## src/common/mipsDefines.svh

```systemverilog
/*
 * MIPS core sizes
 * data and register index widths, memory depth and the I/O register map
 */

`ifndef MIPS_DEFINES_SVH
`define MIPS_DEFINES_SVH

`define MIPS_WIDTH      32      // machine word
`define MIPS_REG_BITS   5       // 32 registers
`define MIPS_MEM_WORDS  2048    // external memory, in words

// memory-mapped I/O inside the register file
`define MIPS_SW_REG     14      // mirrors the switches
`define MIPS_LED_REG    15      // low half drives the leds
`define MIPS_IO_BITS    16

`endif

```

## src/common/mipsPkg.sv

```systemverilog
/*
 * MIPS core types
 * instruction encodings, ALU operations, controller states and the
 * control and memory request bundles
 */

`default_nettype none

package mipsPkg;

`include "mipsDefines.svh"

    typedef logic [`MIPS_WIDTH-1:0]    word_t;
    typedef logic [`MIPS_REG_BITS-1:0] regIdx_t;

    typedef enum logic [5:0] {
        opcRType = 6'b000000,
        opcJ     = 6'b000010,
        opcBeq   = 6'b000100,
        opcAddi  = 6'b001000,
        opcOri   = 6'b001101,
        opcLw    = 6'b100011,
        opcSw    = 6'b101011
    } opcode_e;

    typedef enum logic [5:0] {
        fnAdd = 6'b100000,
        fnSub = 6'b100010,
        fnAnd = 6'b100100,
        fnOr  = 6'b100101,
        fnSlt = 6'b101010
    } funct_e;

    typedef enum logic [2:0] {
        opAdd,
        opSub,
        opAnd,
        opOr,
        opSlt
    } aluOp_e;

    typedef enum logic [3:0] {
        fetch,
        decode,
        memAddr,
        memRead,
        memWrite,
        memWriteBack,
        rExec,
        iExec,
        aluWriteBack,
        branch,
        jump
    } ctrlState_e;

    typedef struct packed {
        logic       irWrite;
        logic       pcWrite;
        logic       pcWriteCond;
        logic       regWrite;
        logic       regDst;      // 1 selects rd, 0 selects rt
        logic       memToReg;
        logic       iOrD;        // 1 addresses data via ALUOut
        logic       memWrite;
        logic       aluSrcA;     // 0 pc, 1 A
        logic [1:0] aluSrcB;     // B, 1, sign imm, zero imm
        logic [1:0] pcSource;    // alu result, ALUOut, jump target
        aluOp_e     aluOp;
    } ctrl_t;

    typedef struct packed {
        logic  strobe;
        word_t addr;
        word_t data;
    } memReq_t;

endpackage

`default_nettype wire

```

## src/cpu/controller.sv

```systemverilog
/*
 * Multicycle controller
 * one state per clock, control bundle decoded from the state
 * plus the PC enable for jumps and taken branches
 */

`timescale 1ns/1ps
`default_nettype none

module controller
(
    input  wire              clk,
    input  wire              reset,
    input  mipsPkg::opcode_e opcode,
    input  mipsPkg::funct_e  funct,
    input  wire              zero,
    output mipsPkg::ctrl_t   ctrl,
    output logic             pcEn
);

    import mipsPkg::*;

    ctrlState_e state;
    ctrlState_e nextState;

    always_ff @(posedge clk)
    begin
        if (reset)
            state <= fetch;
        else
            state <= nextState;
    end

    always_comb
    begin
        nextState = fetch;   // everything else ends the instruction
        case (state)
            fetch:    nextState = decode;
            decode:
            begin
                case (opcode)
                    opcRType: nextState = rExec;
                    opcJ:     nextState = jump;
                    opcBeq:   nextState = branch;
                    opcAddi,
                    opcOri:   nextState = iExec;
                    opcLw,
                    opcSw:    nextState = memAddr;
                    default:  nextState = fetch;   // unknown op is a no-op
                endcase
            end
            memAddr:  nextState = (opcode == opcLw) ? memRead : memWrite;
            memRead:  nextState = memWriteBack;
            rExec,
            iExec:    nextState = aluWriteBack;
            default:  nextState = fetch;
        endcase
    end

    always_comb
    begin
        ctrl       = '0;
        ctrl.aluOp = opAdd;
        case (state)
            fetch:
            begin
                ctrl.irWrite = 1'b1;
                ctrl.pcWrite = 1'b1;
                ctrl.aluSrcB = 2'b01;   // pc + 1
            end
            decode:       ctrl.aluSrcB = 2'b10;   // branch target into ALUOut
            memAddr:
            begin
                ctrl.aluSrcA = 1'b1;
                ctrl.aluSrcB = 2'b10;
            end
            memRead:      ctrl.iOrD = 1'b1;
            memWrite:
            begin
                ctrl.iOrD     = 1'b1;
                ctrl.memWrite = 1'b1;
            end
            memWriteBack:
            begin
                ctrl.regWrite = 1'b1;
                ctrl.memToReg = 1'b1;
            end
            rExec:
            begin
                ctrl.aluSrcA = 1'b1;
                case (funct)
                    fnSub:   ctrl.aluOp = opSub;
                    fnAnd:   ctrl.aluOp = opAnd;
                    fnOr:    ctrl.aluOp = opOr;
                    fnSlt:   ctrl.aluOp = opSlt;
                    default: ctrl.aluOp = opAdd;
                endcase
            end
            iExec:
            begin
                ctrl.aluSrcA = 1'b1;
                if (opcode == opcOri)
                begin
                    ctrl.aluSrcB = 2'b11;   // ori takes a zero-extended immediate
                    ctrl.aluOp   = opOr;
                end
                else
                    ctrl.aluSrcB = 2'b10;
            end
            aluWriteBack:
            begin
                ctrl.regWrite = 1'b1;
                ctrl.regDst   = (opcode == opcRType);
            end
            branch:
            begin
                ctrl.aluSrcA     = 1'b1;
                ctrl.aluOp       = opSub;   // equal when zero
                ctrl.pcWriteCond = 1'b1;
                ctrl.pcSource    = 2'b01;
            end
            jump:
            begin
                ctrl.pcWrite  = 1'b1;
                ctrl.pcSource = 2'b10;
            end
            default:      ctrl.aluOp = opAdd;
        endcase
    end

    assign pcEn = ctrl.pcWrite | (ctrl.pcWriteCond & zero);

endmodule

`default_nettype wire

```

## config.mk

```make
export PLATFORM = sky130hd
export DESIGN_NAME = controller
export DESIGN_NICKNAME = d
export VERILOG_FILES = /design/src/common/mipsPkg.sv /design/src/cpu/controller.sv
export VERILOG_INCLUDE_DIRS = /design/src /design/src/common
export SDC_FILE = /design/constraint.sdc
export NUM_CORES = 1
export LEC_CHECK = 0
export BUFFER_PORTS_ARGS = -buffer_cell sky130_fd_sc_hd__buf_2
export CAP_MARGIN = 20
export CORE_MARGIN = 4
export CORE_UTILIZATION = 40
export DETAILED_ROUTE_END_ITERATION = 7
export MAX_ROUTING_LAYER = met4
export PLACE_DENSITY_LB_ADDON = 0.12
export SLEW_MARGIN = 0
export SYNTH_ARGS = -nofsm -noshare
export SYNTH_HDL_FRONTEND = slang
export SYNTH_SLANG_ARGS = --single-unit
```

## constraint.sdc

```tcl
create_clock -name clk -period 1.5 [get_ports clk]
set_input_delay 0.075 -clock clk [delete_from_list [all_inputs] [get_ports clk]]
set_output_delay 0.075 -clock clk [all_outputs]
set_load 0.02 [all_outputs]
```

Yosys cells after proc, flatten, opt, wreduce, memory -nomap -nowiden:

Cells that the tools add are included.

* bits in registers: 4
* input port bits: 15
* output and inout port bits: 17

* equality and inequality tests: 20
* multiplexer cells: 18
* bitwise gates (word level): 2
* reductions and logical operators: 10

Operators by type and width (count)
* $pmux W4 S5: 2
* $eq A6 B6 Y1 const B: 6
* $eq A4 B3 Y1 const B: 4
* $reduce_or A2 Y1: 7
* $eq A4 B4 Y1 const B: 3
* $eq A6 B4 Y1 const B: 2
* $pmux W3 S4: 1
* $mux W1: 10
* $pmux W3 S3: 1
* $eq A4 B2 Y1 const B: 2
* $eq A6 B2 Y1 const B: 1
* $eq A6 B3 Y1 const B: 1
* $logic_not A6 Y1: 1
* $pmux W2 S3: 1
* $eq A4 B1 Y1 const B: 1
* $logic_not A4 Y1: 1
* $pmux W2 S2: 1
* $reduce_or A4 Y1: 1
* $mux W3: 1
* $mux W2: 1
* $and A1 B1 Y1: 1
* $or A1 B1 Y1: 1

Depth between registers and ports, before layout:

* depth in word-level cells: 4
* gate-level depth with buffers: 5
* gate-level depth less buffers: 4

Worst setup path before layout:

OpenSTA, ideal clock, no wires.

* path kind: reg2out
* from: reg state[0]
* to: out ctrl[5] in the netlist's numbering
* arrival time: 1603 ps
* required time: 1425 ps
* slack: -178 ps
* cell stages (with the launch flop): 4
* buffers on the path: 1
* path through: dfxtp_1 -> buf_1 -> nor4_1 -> nand2b_1

RTL lines
* from (decl): RTL line controller.sv:23 `ctrlState_e state;`
* from (signal assigned): RTL line controller.sv:29 `state <= fetch;`
* from (signal assigned): RTL line controller.sv:31 `state <= nextState;`
* to (decl): RTL line controller.sv:17 `output mipsPkg::ctrl_t ctrl,`

==> flow_summary.json <==
{
  "run_status": "finished with violations",
  "violations": "negative setup slack",
  "grt_antenna_before_repair": 0,
  "htreeDepth": 1,
  "rsz0062_at_grt": "true",
  "hp-class": "in -> reg",
  "synth.distinct_cells": 38,
  "p_leak_nw": 0.407,
  "arrival_ns": 1.43,
  "synthArstFlopShare_pct": 0,
  "synth_common_cells": "nor2_1 (8), nor3_1 (7), nand2b_1 (6), nand3_1 (6), a21oi_1 (5)",
  "clockBufferDepth": 2,
  "antennaDiodeCount": 0,
  "yosys_warnings": 0,
  "die-area_um2": 2090,
  "numCtsBuffers": 3,
  "timing.max_cap.violations": 0,
  "crit_end": "ctrl[1]",
  "drtIter0Drc": 10,
  "drc": 0,
  "synth_seq_cells": 4,
  "netlist_area_um2": 569,
  "path_class": "reg -> out",
  "nets": 136,
  "clk_latency_ns": 0.23,
  "tns_ns": -0.0000164,
  "final_antenna_net_count": 0,
  "mappedNetlistNets": 99,
  "ir_worst_vdd_v": 0.000577,
  "wl_met1_um": 651,
  "grt_pass1_wl_um": 2550,
  "track_usage_pct": 17.2,
  "setup_viol_count_final": 1,
  "layout_setup_ws_ns": -0.0000164,
  "final_layout_size_suffix_gt1_share_pct": 47.9,
  "required_ns": 1.42,
  "portBuffers": 31,
  "r2r_slack_ns": 0.28,
  "grt_max_degree": 11,
  "top_register": "state",
  "cts.root.buffer_cell": "clkbuf_4",
  "vias_per_cell": 5.46,
  "die_h_um": 45.7,
  "p_total_w": 0.000405,
  "clk_pin_slew_ns": 0.04,
  "cp-end-kind": "primary output",
  "area_growth_pct": 51.9,
  "ys.flop_type": "dfxtp_1",
  "place_congestion": 0.817,
  "slew_headroom_pct": 76.1,
  "die_x_um": 45.7,
  "clock_skew_ns": 0.00504,
  "crit_path_max_fanout": 4,
  "synth_area_leaders": "dfxtp_1 (14%), nand2b_1 (6.6%), nor3_1 (6.2%)",
  "fin_hold_ws_ns": 0.0802,
  "report.final.slew_viol_count": 0,
  "final_hold_viol_count": 0,
  "synth.top_cell.area_share_pct": 14.1,
  "clock.fmax_ghz": 0.667,
  "finalCritPeriodShare_pct": 100,
  "synthCells": 84,
  "avgSynthCellArea_um2": 6.78,
  "largest_reg_flops": 4,
  "start_util_pct": 43.2,
  "drt_pass1_iterations": 4,
  "cts.sinks": 4,
  "reg_top3": "state x4",
  "rows": 13,
  "worstSetupStartpointType": "register",
  "vias": 732,
  "netlist.top_cell.by_area": "dfxtp_1",
  "r2r-end": "state[1]$_SDFF_PP0_",
  "drt-wirelength-per-cell_um": 11.9,
  "power_density_nw_per_um2": 469,
  "wl_met3_um": 114,
  "r2r_cells": 2,
  "fin_crit_ns": 1.50,
  "yosysMostFrequentCell": "nor2_1",
  "synth-edff-count": 0,
  "timing_worst_slew_pin_value_ns": 0.350,
  "yosysSeqAreaShare_pct": 14.1,
  "totalWireLength_um": 1590,
  "wl_met2_um": 796,
  "core_area_um2": 1320,
  "top_layer_used": "met4",
  "io_pins": 32,
  "critPathLaunch": "state[2]$_SDFF_PP0_",
  "post-dp-hpwl_um": 1200,
  "grt_pass1_vias": 617,
  "overflow": 0,
  "cts_tree": "done",
  "r2r-start": "state[3]$_SDFF_PP0_"
}
-- worst max-delay path: stages, from the launching register on --
cell and delay [ns]:
dfxtp_2 0.34, nor2b_4 0.14, nand2_1 0.09, or3_4 0.38
o41ai_4 0.06, buf_4 0.18
-- power by group --
part	total [W]	internal, W	switching (W)
logic	0.000162	0.0000717	0.0000905
clock network	0.000127	0.0000890	0.0000380
registers	0.000116	0.000110	0.00000651
-- placed cells by master, fill, tap and decap left out, types with 3 or more instances in the layout --
master / netlist / final
nand2_1: 3 / 3
a21oi_1: 5 / 5
nor3_1: 7 / 7
nand2b_1: 6 / 6
clkbuf_4: 0 / 3
nor2b_4: 0 / 3
buf_2: 1 / 27
buf_4: 3 / 10
o21ai_0: 3 / 3
dfxtp_2: 0 / 3
nand3_1: 6 / 5
nor2_1: 8 / 8
-- worst min-delay path by stage --
stage | from | slack, ns | endpoint | cells past startpoint
final | reset | 0.08 | state[3]$_SDFF_PP0_ | 2
after global routing | reset | 0.08 | state[3]$_SDFF_PP0_ | 2
after CTS | opcode[4] | 0.08 | state[1]$_SDFF_PP0_ | 2
after detailed placement | reset | 0.32 | state[3]$_SDFF_PP0_ | 2
after floorplan | opcode[4] | 0.14 | state[1]$_SDFF_PP0_ | 1
after global placement | opcode[4] | 0.32 | state[1]$_SDFF_PP0_ | 2
-- per-stage QoR --
stage | area, um2 | worst slack (ns) | utilization, % | instances
floorplan | 583 | 0.0687 | - | 84
global placement | 763 | 0.0984 | 57.9 | 130
detailed placement | 763 | 0.0891 | 57.9 | 130
CTS | 821 | 0.00369 | 62.3 | 133
global route | 865 | -0.0820 | 65.6 | 134
finish | 865 | -0.0000164 | 65.6 | 134
-- layer usage --
metal  global-route usage, %  up-vias
li1                        -      379
met3                    3.56        4
met2                    27.6       24
met5                       -        -
met1                    20.1      325
met4                    8.52        0
-- timing repair --
action	CTS	global route
hold buffers	0	0
cloned	0	0
setup endpoints to repair	3	7
pin swaps	2	1
hold endpoints to repair	0	0
gates resized for setup	12	9
setup buffers	0	1
-- cell families (layout without fill, tap and decap cells) --
| logic type | count (synthesis) | count (layout) | synth area share (%) |
|---|---|---|---|
| and+or+nand+nor | 50 | 50 | 49.5 |
| buffers and inverters | 9 | 44 | 9.45 |
| xor gates and xnor gates | 3 | 3 | 4.62 |
| muxes | 1 | 1 | 1.76 |
| DFF | 4 | 4 | 14.1 |
| AOI/OAI and AO/OA | 17 | 17 | 20.7 |
-- layout make-up --
type / count / area, um2
repair buffers: 39 / 233
well taps: 15 / 18.8
inverters: 2 / 7.51
fillers: 131 / 453
flip-flops and latches: 4 / 87.6
clock buffers: 3 / 22.5
multi-input cells: 71 / 495
(Power assumes the default switching activity.)
