--- config.mk ---
export PLATFORM = sky130hd
export DESIGN_NAME = datapath
export DESIGN_NICKNAME = d
export VERILOG_FILES = /design/src/common/mipsPkg.sv /design/src/cpu/alu.sv /design/src/cpu/regFile.sv /design/src/cpu/datapath.sv
export VERILOG_INCLUDE_DIRS = /design/src /design/src/common
export SDC_FILE = /design/constraint.sdc
export NUM_CORES = 2
export LEC_CHECK = 0
export BUFFER_PORTS_ARGS = -buffer_cell sky130_fd_sc_hd__buf_2
export CORE_MARGIN = 8
export CORE_UTILIZATION = 60
export DETAILED_ROUTE_END_ITERATION = 12
export GPL_TIMING_DRIVEN = 0
export PLACE_DENSITY_LB_ADDON = 0.2
export SETUP_SLACK_MARGIN = 0.15
export SYNTH_ARGS = -nofsm -noshare
export SYNTH_HDL_FRONTEND = slang
export SYNTH_SLANG_ARGS = --single-unit
--- constraint.sdc ---
create_clock -name clk -period 7.8 [get_ports clk]
set_clock_uncertainty 0.05 [all_clocks]
set_input_delay 1.17 -clock clk [delete_from_list [all_inputs] [get_ports clk]]
set_output_delay 1.17 -clock clk [all_outputs]
set_load 0.1 [all_outputs]
--- src/common/mipsDefines.svh ---
/*
 * MIPS core sizes
 * data and register index widths, memory depth and the I/O register map
 */

`ifndef MIPS_DEFINES_SVH
`define MIPS_DEFINES_SVH

`define MIPS_WIDTH      32      // machine word
`define MIPS_REG_BITS   5       // 32 registers
`define MIPS_MEM_WORDS  2048    // external memory, in words

// memory-mapped I/O inside the register file
`define MIPS_SW_REG     14      // mirrors the switches
`define MIPS_LED_REG    15      // low half drives the leds
`define MIPS_IO_BITS    16

`endif

--- src/common/mipsPkg.sv ---
/*
 * MIPS core types
 * instruction encodings, ALU operations, controller states and the
 * control and memory request bundles
 */

`default_nettype none

package mipsPkg;

`include "mipsDefines.svh"

    typedef logic [`MIPS_WIDTH-1:0]    word_t;
    typedef logic [`MIPS_REG_BITS-1:0] regIdx_t;

    typedef enum logic [5:0] {
        opcRType = 6'b000000,
        opcJ     = 6'b000010,
        opcBeq   = 6'b000100,
        opcAddi  = 6'b001000,
        opcOri   = 6'b001101,
        opcLw    = 6'b100011,
        opcSw    = 6'b101011
    } opcode_e;

    typedef enum logic [5:0] {
        fnAdd = 6'b100000,
        fnSub = 6'b100010,
        fnAnd = 6'b100100,
        fnOr  = 6'b100101,
        fnSlt = 6'b101010
    } funct_e;

    typedef enum logic [2:0] {
        opAdd,
        opSub,
        opAnd,
        opOr,
        opSlt
    } aluOp_e;

    typedef enum logic [3:0] {
        fetch,
        decode,
        memAddr,
        memRead,
        memWrite,
        memWriteBack,
        rExec,
        iExec,
        aluWriteBack,
        branch,
        jump
    } ctrlState_e;

    typedef struct packed {
        logic       irWrite;
        logic       pcWrite;
        logic       pcWriteCond;
        logic       regWrite;
        logic       regDst;      // 1 selects rd, 0 selects rt
        logic       memToReg;
        logic       iOrD;        // 1 addresses data via ALUOut
        logic       memWrite;
        logic       aluSrcA;     // 0 pc, 1 A
        logic [1:0] aluSrcB;     // B, 1, sign imm, zero imm
        logic [1:0] pcSource;    // alu result, ALUOut, jump target
        aluOp_e     aluOp;
    } ctrl_t;

    typedef struct packed {
        logic  strobe;
        word_t addr;
        word_t data;
    } memReq_t;

endpackage

`default_nettype wire

--- src/cpu/alu.sv ---
/*
 * ALU
 * add, subtract, and, or and signed set-less-than, with a zero flag
 */

`timescale 1ns/1ps
`default_nettype none

module alu
(
    input  mipsPkg::word_t  a,
    input  mipsPkg::word_t  b,
    input  mipsPkg::aluOp_e aluOp,
    output mipsPkg::word_t  result,
    output logic            zero
);

    import mipsPkg::*;

    always_comb
    begin
        case (aluOp)
            opSub:   result = a - b;
            opAnd:   result = a & b;
            opOr:    result = a | b;
            opSlt:   result = word_t'($signed(a) < $signed(b));
            default: result = a + b;
        endcase
    end

    assign zero = (result == '0);   // beq compares through opSub

endmodule

`default_nettype wire

--- src/cpu/regFile.sv ---
/*
 * Register file
 * 32 words, two read ports and one write port; r0 reads zero,
 * r14 follows the switches and r15 drives the leds
 */

`timescale 1ns/1ps
`default_nettype none

`include "mipsDefines.svh"

module regFile
(
    input  wire                      clk,
    input  wire                      reset,
    input  wire                      regWrite,
    input  mipsPkg::regIdx_t         readAddr1,
    input  mipsPkg::regIdx_t         readAddr2,
    input  mipsPkg::regIdx_t         writeAddr,
    input  mipsPkg::word_t           writeData,
    output mipsPkg::word_t           readData1,
    output mipsPkg::word_t           readData2,
    input  wire [`MIPS_IO_BITS-1:0]  switches,
    output logic [`MIPS_IO_BITS-1:0] leds
);

    import mipsPkg::*;

    localparam regIdx_t SwReg = regIdx_t'(`MIPS_SW_REG);
    localparam regIdx_t LedReg = regIdx_t'(`MIPS_LED_REG);

    word_t regs [1<<`MIPS_REG_BITS];

    always_ff @(posedge clk)
    begin
        if (reset)
        begin
            for (int i = 0; i < (1 << `MIPS_REG_BITS); i++)
                regs[i] <= '0;
        end
        else
        begin
            if (regWrite && writeAddr != '0 && writeAddr != SwReg)
                regs[writeAddr] <= writeData;
            regs[SwReg] <= word_t'(switches);   // refreshed every cycle
        end
    end

    assign readData1 = (readAddr1 == '0) ? '0 : regs[readAddr1];
    assign readData2 = (readAddr2 == '0) ? '0 : regs[readAddr2];
    assign leds      = regs[LedReg][`MIPS_IO_BITS-1:0];

endmodule

`default_nettype wire

--- src/cpu/datapath.sv ---
/*
 * Multicycle datapath
 * PC, IR, MDR, A, B and ALUOut with their muxes, immediate extension,
 * the ALU and the register file
 */

`timescale 1ns/1ps
`default_nettype none

`include "mipsDefines.svh"

module datapath
(
    input  wire                      clk,
    input  wire                      reset,
    input  mipsPkg::ctrl_t           ctrl,
    input  wire                      pcEn,
    input  mipsPkg::word_t           readData,
    output mipsPkg::opcode_e         opcode,
    output mipsPkg::funct_e          funct,
    output logic                     zero,
    output mipsPkg::memReq_t         memReq,
    input  wire [`MIPS_IO_BITS-1:0]  switches,
    output logic [`MIPS_IO_BITS-1:0] leds
);

    import mipsPkg::*;

    word_t   pc;
    word_t   ir;
    word_t   mdr;
    word_t   regA;
    word_t   regB;
    word_t   aluOut;
    word_t   nextPc;
    word_t   srcA;
    word_t   srcB;
    word_t   aluResult;
    word_t   rd1;
    word_t   rd2;
    word_t   signImm;
    word_t   zeroImm;
    word_t   jumpTarget;
    word_t   writeData;
    regIdx_t writeAddr;

    always_ff @(posedge clk)
    begin
        if (reset)
            pc <= '0;
        else if (pcEn)
            pc <= nextPc;
    end

    always_ff @(posedge clk)
    begin
        if (ctrl.irWrite)
            ir <= readData;
        mdr    <= readData;
        regA   <= rd1;
        regB   <= rd2;
        aluOut <= aluResult;
    end

    assign opcode     = opcode_e'(ir[31:26]);
    assign funct      = funct_e'(ir[5:0]);
    assign signImm    = {{16{ir[15]}}, ir[15:0]};
    assign zeroImm    = {16'b0, ir[15:0]};
    assign jumpTarget = {6'b0, ir[25:0]};   // word address, no shift

    assign srcA = ctrl.aluSrcA ? regA : pc;

    always_comb
    begin
        case (ctrl.aluSrcB)
            2'b00:   srcB = regB;
            2'b01:   srcB = word_t'(1);   // pc steps by one word
            2'b10:   srcB = signImm;
            default: srcB = zeroImm;
        endcase
    end

    always_comb
    begin
        case (ctrl.pcSource)
            2'b01:   nextPc = aluOut;      // branch target from decode
            2'b10:   nextPc = jumpTarget;
            default: nextPc = aluResult;
        endcase
    end

    assign writeAddr = ctrl.regDst ? ir[15:11] : ir[20:16];
    assign writeData = ctrl.memToReg ? mdr : aluOut;

    assign memReq.strobe = ctrl.memWrite;
    assign memReq.addr   = ctrl.iOrD ? aluOut : pc;
    assign memReq.data   = regB;

    alu u_alu
    (
        .a      (srcA),
        .b      (srcB),
        .aluOp  (ctrl.aluOp),
        .result (aluResult),
        .zero   (zero)
    );

    regFile u_regFile
    (
        .clk       (clk),
        .reset     (reset),
        .regWrite  (ctrl.regWrite),
        .readAddr1 (ir[25:21]),
        .readAddr2 (ir[20:16]),
        .writeAddr (writeAddr),
        .writeData (writeData),
        .readData1 (rd1),
        .readData2 (rd2),
        .switches  (switches),
        .leds      (leds)
    );

endmodule

`default_nettype wire

# After elaboration in Yosys (flattened, before gate mapping)
# Memory sizes are Yosys's and may differ from the RTL's. A register that Yosys moved wholly into a read port is not among the register bits.
# Index checks and enable logic that the tools add are counted.
# classes
n_eq_ne,9
n_lt_le_gt_ge,1
bitwise,3
n_mux,17
addsub,2
n_reduce_logical,8
# op_table
op,n
$mux 32,5
$pmux 32 s4,1
$pmux 32 s3,1
$pmux 32 s2,1
$add 32x32->32,1
$and 32x32->32,1
$logic_not 32->1,1
$lt 32x32->1,1
$or 32x32->32,1
$reduce_or 32->1,1
$sub 32x32->32,1
$logic_not 5->1,2
$mux 5,2
$mux 1,7
$eq 3x2->1 const B,2
$ne 5x4->1 const B,1
$reduce_bool 5->1,1
$eq 2x1->1 const B,2
$eq 2x2->1 const B,2
$eq 3x1->1 const B,1
$eq 3x3->1 const B,1
$logic_and 1x1->1,2
$logic_not 2->1,1
$or 1x1->1,1
# word_totals
ram_bits,1024
mem_count,1
elab_cells,45
input_bits,67
regBits,128
out_inout_bits,94
# memory_table
memory,words,width,read_ports,rd_clocked_by_memory_dff,wr,line_no,text
u_regFile.regs,32,32,3,2,32,regFile.sv:32,word_t regs [1<<`MIPS_REG_BITS];

# Depth between registers and ports, before layout
# depth
depth_word,9
depth_mapped,18
depth_no_buf,16

# By module
# A second synthesis with hierarchy kept.
# unflattened
cells_unflattened,4933
hier_area_um2,66754.0
# by_module_without_submodules
module,area_each_um2,seq_area_each_um2,instances,cells_per_inst
regFile,54489.8,30429.2,1,3613
datapath,6742.7,4164.0,1,485
alu,5521.5,0.0,1,835

# Worst setup path after synthesis
# No wires, ideal clock.
# synth_timing
path_kind,input to output
start,in ctrl[7] in the netlist's numbering
end,out zero
cell_stages,16
slack_ns,0.377
required_time_ns,6.580
t_arrival_ns,6.203
cell_sequence,clkbuf_1 -> buf_1 -> mux2_2 -> ha_1 -> buf_6 -> a21o_1 -> o21bai_1 -> a221oi_2 -> o211ai_1 -> a311oi_1 -> o32ai_1 -> or3_4 -> or4_4 -> nor4_2 -> nand4b_1 -> nor2_1
# synth_via
elab_chain_len,4
# synth_rtl
element,line_no,text
from (decl),datapath.sv:16,"input mipsPkg::ctrl_t ctrl,"
$mux 32 *,datapath.sv:71,assign srcA = ctrl.aluSrcA ? regA : pc;
"$add 32x32->32, or another cell as far along",alu.sv:27,default: result = a + b;
$pmux 32 s4 *,alu.sv:22,case (aluOp)
named net aluResult[23],datapath.sv:38,word_t aluResult;
$logic_not 32->1 *,alu.sv:31,assign zero = (result == '0);
to (decl),datapath.sv:21,"output logic zero,"
# The timed path passes the listed nets; every way through them passes the cells marked *.

# Worst setup path after layout
# layout_timing
start,in ctrl[6] in the netlist's numbering
end,out zero
# layout_via
elab_chain_len,5
# layout_rtl
element,line_no,text
"$eq 2x2->1, or another cell as far along",datapath.sv:75,case (ctrl.aluSrcB)
$pmux 32 s3 *,datapath.sv:75,
"$add 32x32->32, or another cell as far along",alu.sv:27,
$pmux 32 s4 *,alu.sv:22,
named net aluResult[0],datapath.sv:38,
$logic_not 32->1 *,alu.sv:31,
# Marked as above.

==> out/results.md <==
Final layout
• **post-layout instance area** 71,060 sq um
• **Net count, final** 5,086
• **Layout Cells excl Fill** 6,423
• **Syn-to-layout area delta** 12.38%
• **Final Core Density** 67.70%
• **layout cell share with drive strength beyond 1** 24.22%

Critical path
• **required time of the critical path** 6580 ps
• **cell-by-cell trace of the critical path** clkbuf_2, and3b_1, clkbuf_1, clkbuf_2, a21oi_1, ha_1, clkinv_1, nor3_1, nand2_1, nor3_1, a31oi_1, nand3b_1, a31oi_1, o21ai_1, a21oi_1, or4_1, nor2_1, buf_6
• **crit-path leading delay family** simple AND/OR/NAND/NOR gates
• **critical path's largest stage delay** 610 ps
• **cell with the biggest individual delay on the critical path** or4_1
• **buffers and inverters on the worst path** 5
• **data arrival time of the critical path** 6220 ps
• **critical path type** in -> out
• **element type at the critical path end** output pin
• **launching element type of the critical path** input pin
• **critical path peak fanout** 10

Logic synthesis
• **dominant cell by count in the synthesized netlist** nor2_1
• **number of synthesized flops with an enable pin** 1,024
• **Seq/Total Area, Yosys** 54.71%
• **Gate Count Post-Synth** 4,553
• **number of synthesis warnings** 0
• **largest cells by area after synthesis** edfxtp_1 49%, mux4_2 23%, nor2_1 6.8%, dfxtp_1 6.1%, clkbuf_1 2.0%
• **Synth top area share** 48.63%
• **Synth Register Bits** 1,216
• **Synth area leader** edfxtp_1
• **average footprint of a synthesized cell** 13.89 sq um
• **area of the mapped netlist** 63,230 sq um
• **main flop type after synthesis** edfxtp_1
• **share of synthesized flip-flops with an asynchronous set or reset** 0%
• **synth unique cells** 88
• **list of most frequent post-synthesis cells** 1,150 x nor2_1, 1,024 x edfxtp_1, 640 x mux4_2

Route
• **total detailed-routing wirelength** 237,000 um
• **Remaining DRCs** 0
• **initial drt markers** 8,106
• **count of TritonRoute iterations in the first routing pass** 10
• **total vias in the final route** 46,500
• **Avg WL per Cell** 36.90 um
• **average via count per standard cell** 7.240
• **number of antenna-violating nets in the routed design** 0

Placement
• **Placement Cell Area** 66,700 sq um
• **dpl ws** -539.3 ps
• **placed wire-length estimate after detailed placement** 171,500 um
• **quantity of I/O buffers inserted on ports** 148
• **global placer's final weighted congestion** 1.002
• **instance count after placement with tap cells included** 6,174

Timing
• **headroom to the max-slew limit** -13.95%
• **Min Clock Period, post-route** 7441 ps
• **post-route setup TNS** 0 ps
• **endpoints failing hold** 0
• **Peak Freq** 134.4 MHz
• **unrepaired setup endpoints after global routing** no
• **setup slack of the critical path after layout** 359.3 ps
• **Max Transition Viols Final** 26
• **hold slack final** 443.8 ps
• **actual transition at the worst max-transition pin** 1662 ps
• **share of the cycle needed by the critical path after routing** 95.39%
• **# setup viols final** 0

Die
• **# IOs** 161
• **Chip Height** 340.6 um
• **site row count** 119
• **x dimension of the die** 340.6 um
• **DIE AREA** 116,000 sq um
• **starting density of the core** 60.24%
• **core area** 105,000 sq um

GRT
• **wire length of the first global-routing pass** 330,100 um
• **initial antenna violation count** 14
• **Tot GR Track Use** 40.26%
• **maximum number of pins on one net before global-route repair** 33
• **vias in the first global route** 45,410
• **global route overflow** 0

Clock network
• **hold buffer count at cts** 0
• **root cell of the clock tree** clkbuf_16
• **largest buffer count on any clock path** 3
• **cts bufs inserted** 130
• **clock transition at the registers of the reported paths** 60 ps
• **number of H-tree levels** 4
• **CTS tree** built
• **number of sinks on the clock net** 1,216
• **later-pin clock latency in the skew report** 770 ps

Pwr
• **maximum resistive drop on vdd** 213.7 uV
• **PnR Total Power** 18.72 mW
• **pwr/cell area** 263.4 nW/um^2
• **standby leakage power** 25.69 nW

Run status
• **violated checks** max-capacitance violations, max-slew violations
• **status** finished with violations

Flow run
• **Maximum Capacitance Violations** 4

Worst hold path
• **Tightest Hold Check Type** reg -> reg

-- routing by layer --
metal	vias to the layer above	share of wire [%]	global-route usage (%)
met5	-	0.096	0.5414
met4	16	9.2	28.70
met3	984	15	14.95
met2	4271	44	59.48
met1	23220	32	48.91
li1	18010	-	-
-- cell usage in the layout, fill, tap and decap left out, types with 31 or more instances in the layout --
cell type | synthesis | final
buf_1 | 77 | 70
mux2_2 | 70 | 70
buf_4 | 29 | 33
buf_2 | 13 | 163
dfxtp_1 | 192 | 192
ha_1 | 98 | 98
conb_1 | 1 | 48
nand2_1 | 126 | 126
inv_1 | 103 | 103
a22oi_1 | 33 | 33
a21oi_1 | 79 | 79
o21ai_0 | 38 | 37
nor2_1 | 1150 | 1149
mux4_2 | 640 | 640
a311oi_1 | 31 | 31
mux2i_1 | 109 | 101
edfxtp_1 | 1024 | 1024
clkbuf_1 | 345 | 376
clkbuf_16 | 0 | 141
-- worst reg2reg max path, cell delays in order (launching register included) --
cell and delay, ps:
edfxtp_1 330, clkbuf_1 600, clkbuf_1 920, clkbuf_1 1160, mux2i_1 360, nor3b_1 1220, nand2_1 610, nand2b_2 760
buf_12 280
-- sequential cells by signal, indices dropped and copies added (netlist names) --
signal and cells:
aluOut 32, u_regFile.regs 1024, regA 32, regB 32
pc 32, mdr 32, ir 32
-- cell families after synthesis --
family / synth area share (%)
and+or+nand+nor: 9.266
DFF: 54.71
muxes: 25.77
buffers and inverters: 3.599
AOI/OAI and AO/OA: 4.515
adders and majority gates: 2.002
xor gates and xnor gates: 0.1365
other: 0.005930
-- area by class of cell --
class / count / area [sq um]
timing repair buffer: 187 / 1503
fill: 7421 / 33910
clock inverter: 41 / 287.8
buffer: 465 / 1908
inverter: 106 / 397.9
antenna: 8 / 20.02
clock buffer: 196 / 3866
tap: 1391 / 1740
multi-input combinational: 2813 / 26740
sequential: 1216 / 34590
-- power breakdown --
| group | internal [mW] | switching, mW | leakage [nW] | total [mW] |
|---|---|---|---|---|
| logic | 1.46 | 3.35 | 11.5 | 4.81 |
| clock network | 3.53 | 2.63 | 2.05 | 6.15 |
| registers | 7.45 | 0.304 | 12.2 | 7.75 |
-- path summary, 6_finish.rpt --
kind	from	to	slack [ps]	cells past startpoint
max	ctrl[6]	zero	360	18
min	pc[24]	pc[24]	440	2
max reg2reg	ir[16]	u_regFile.regs[3][21]	1190	8
min reg2reg	pc[24]	pc[24]	440	2
-- what timing repair did --
item / 4_1_cts / 5_1_grt
gates resized for setup: 19 / 21
pin swaps: 0 / 3
setup buffers: 0 / 3
setup endpoints to repair: 1 / 1
(Power assumes the default switching activity.)
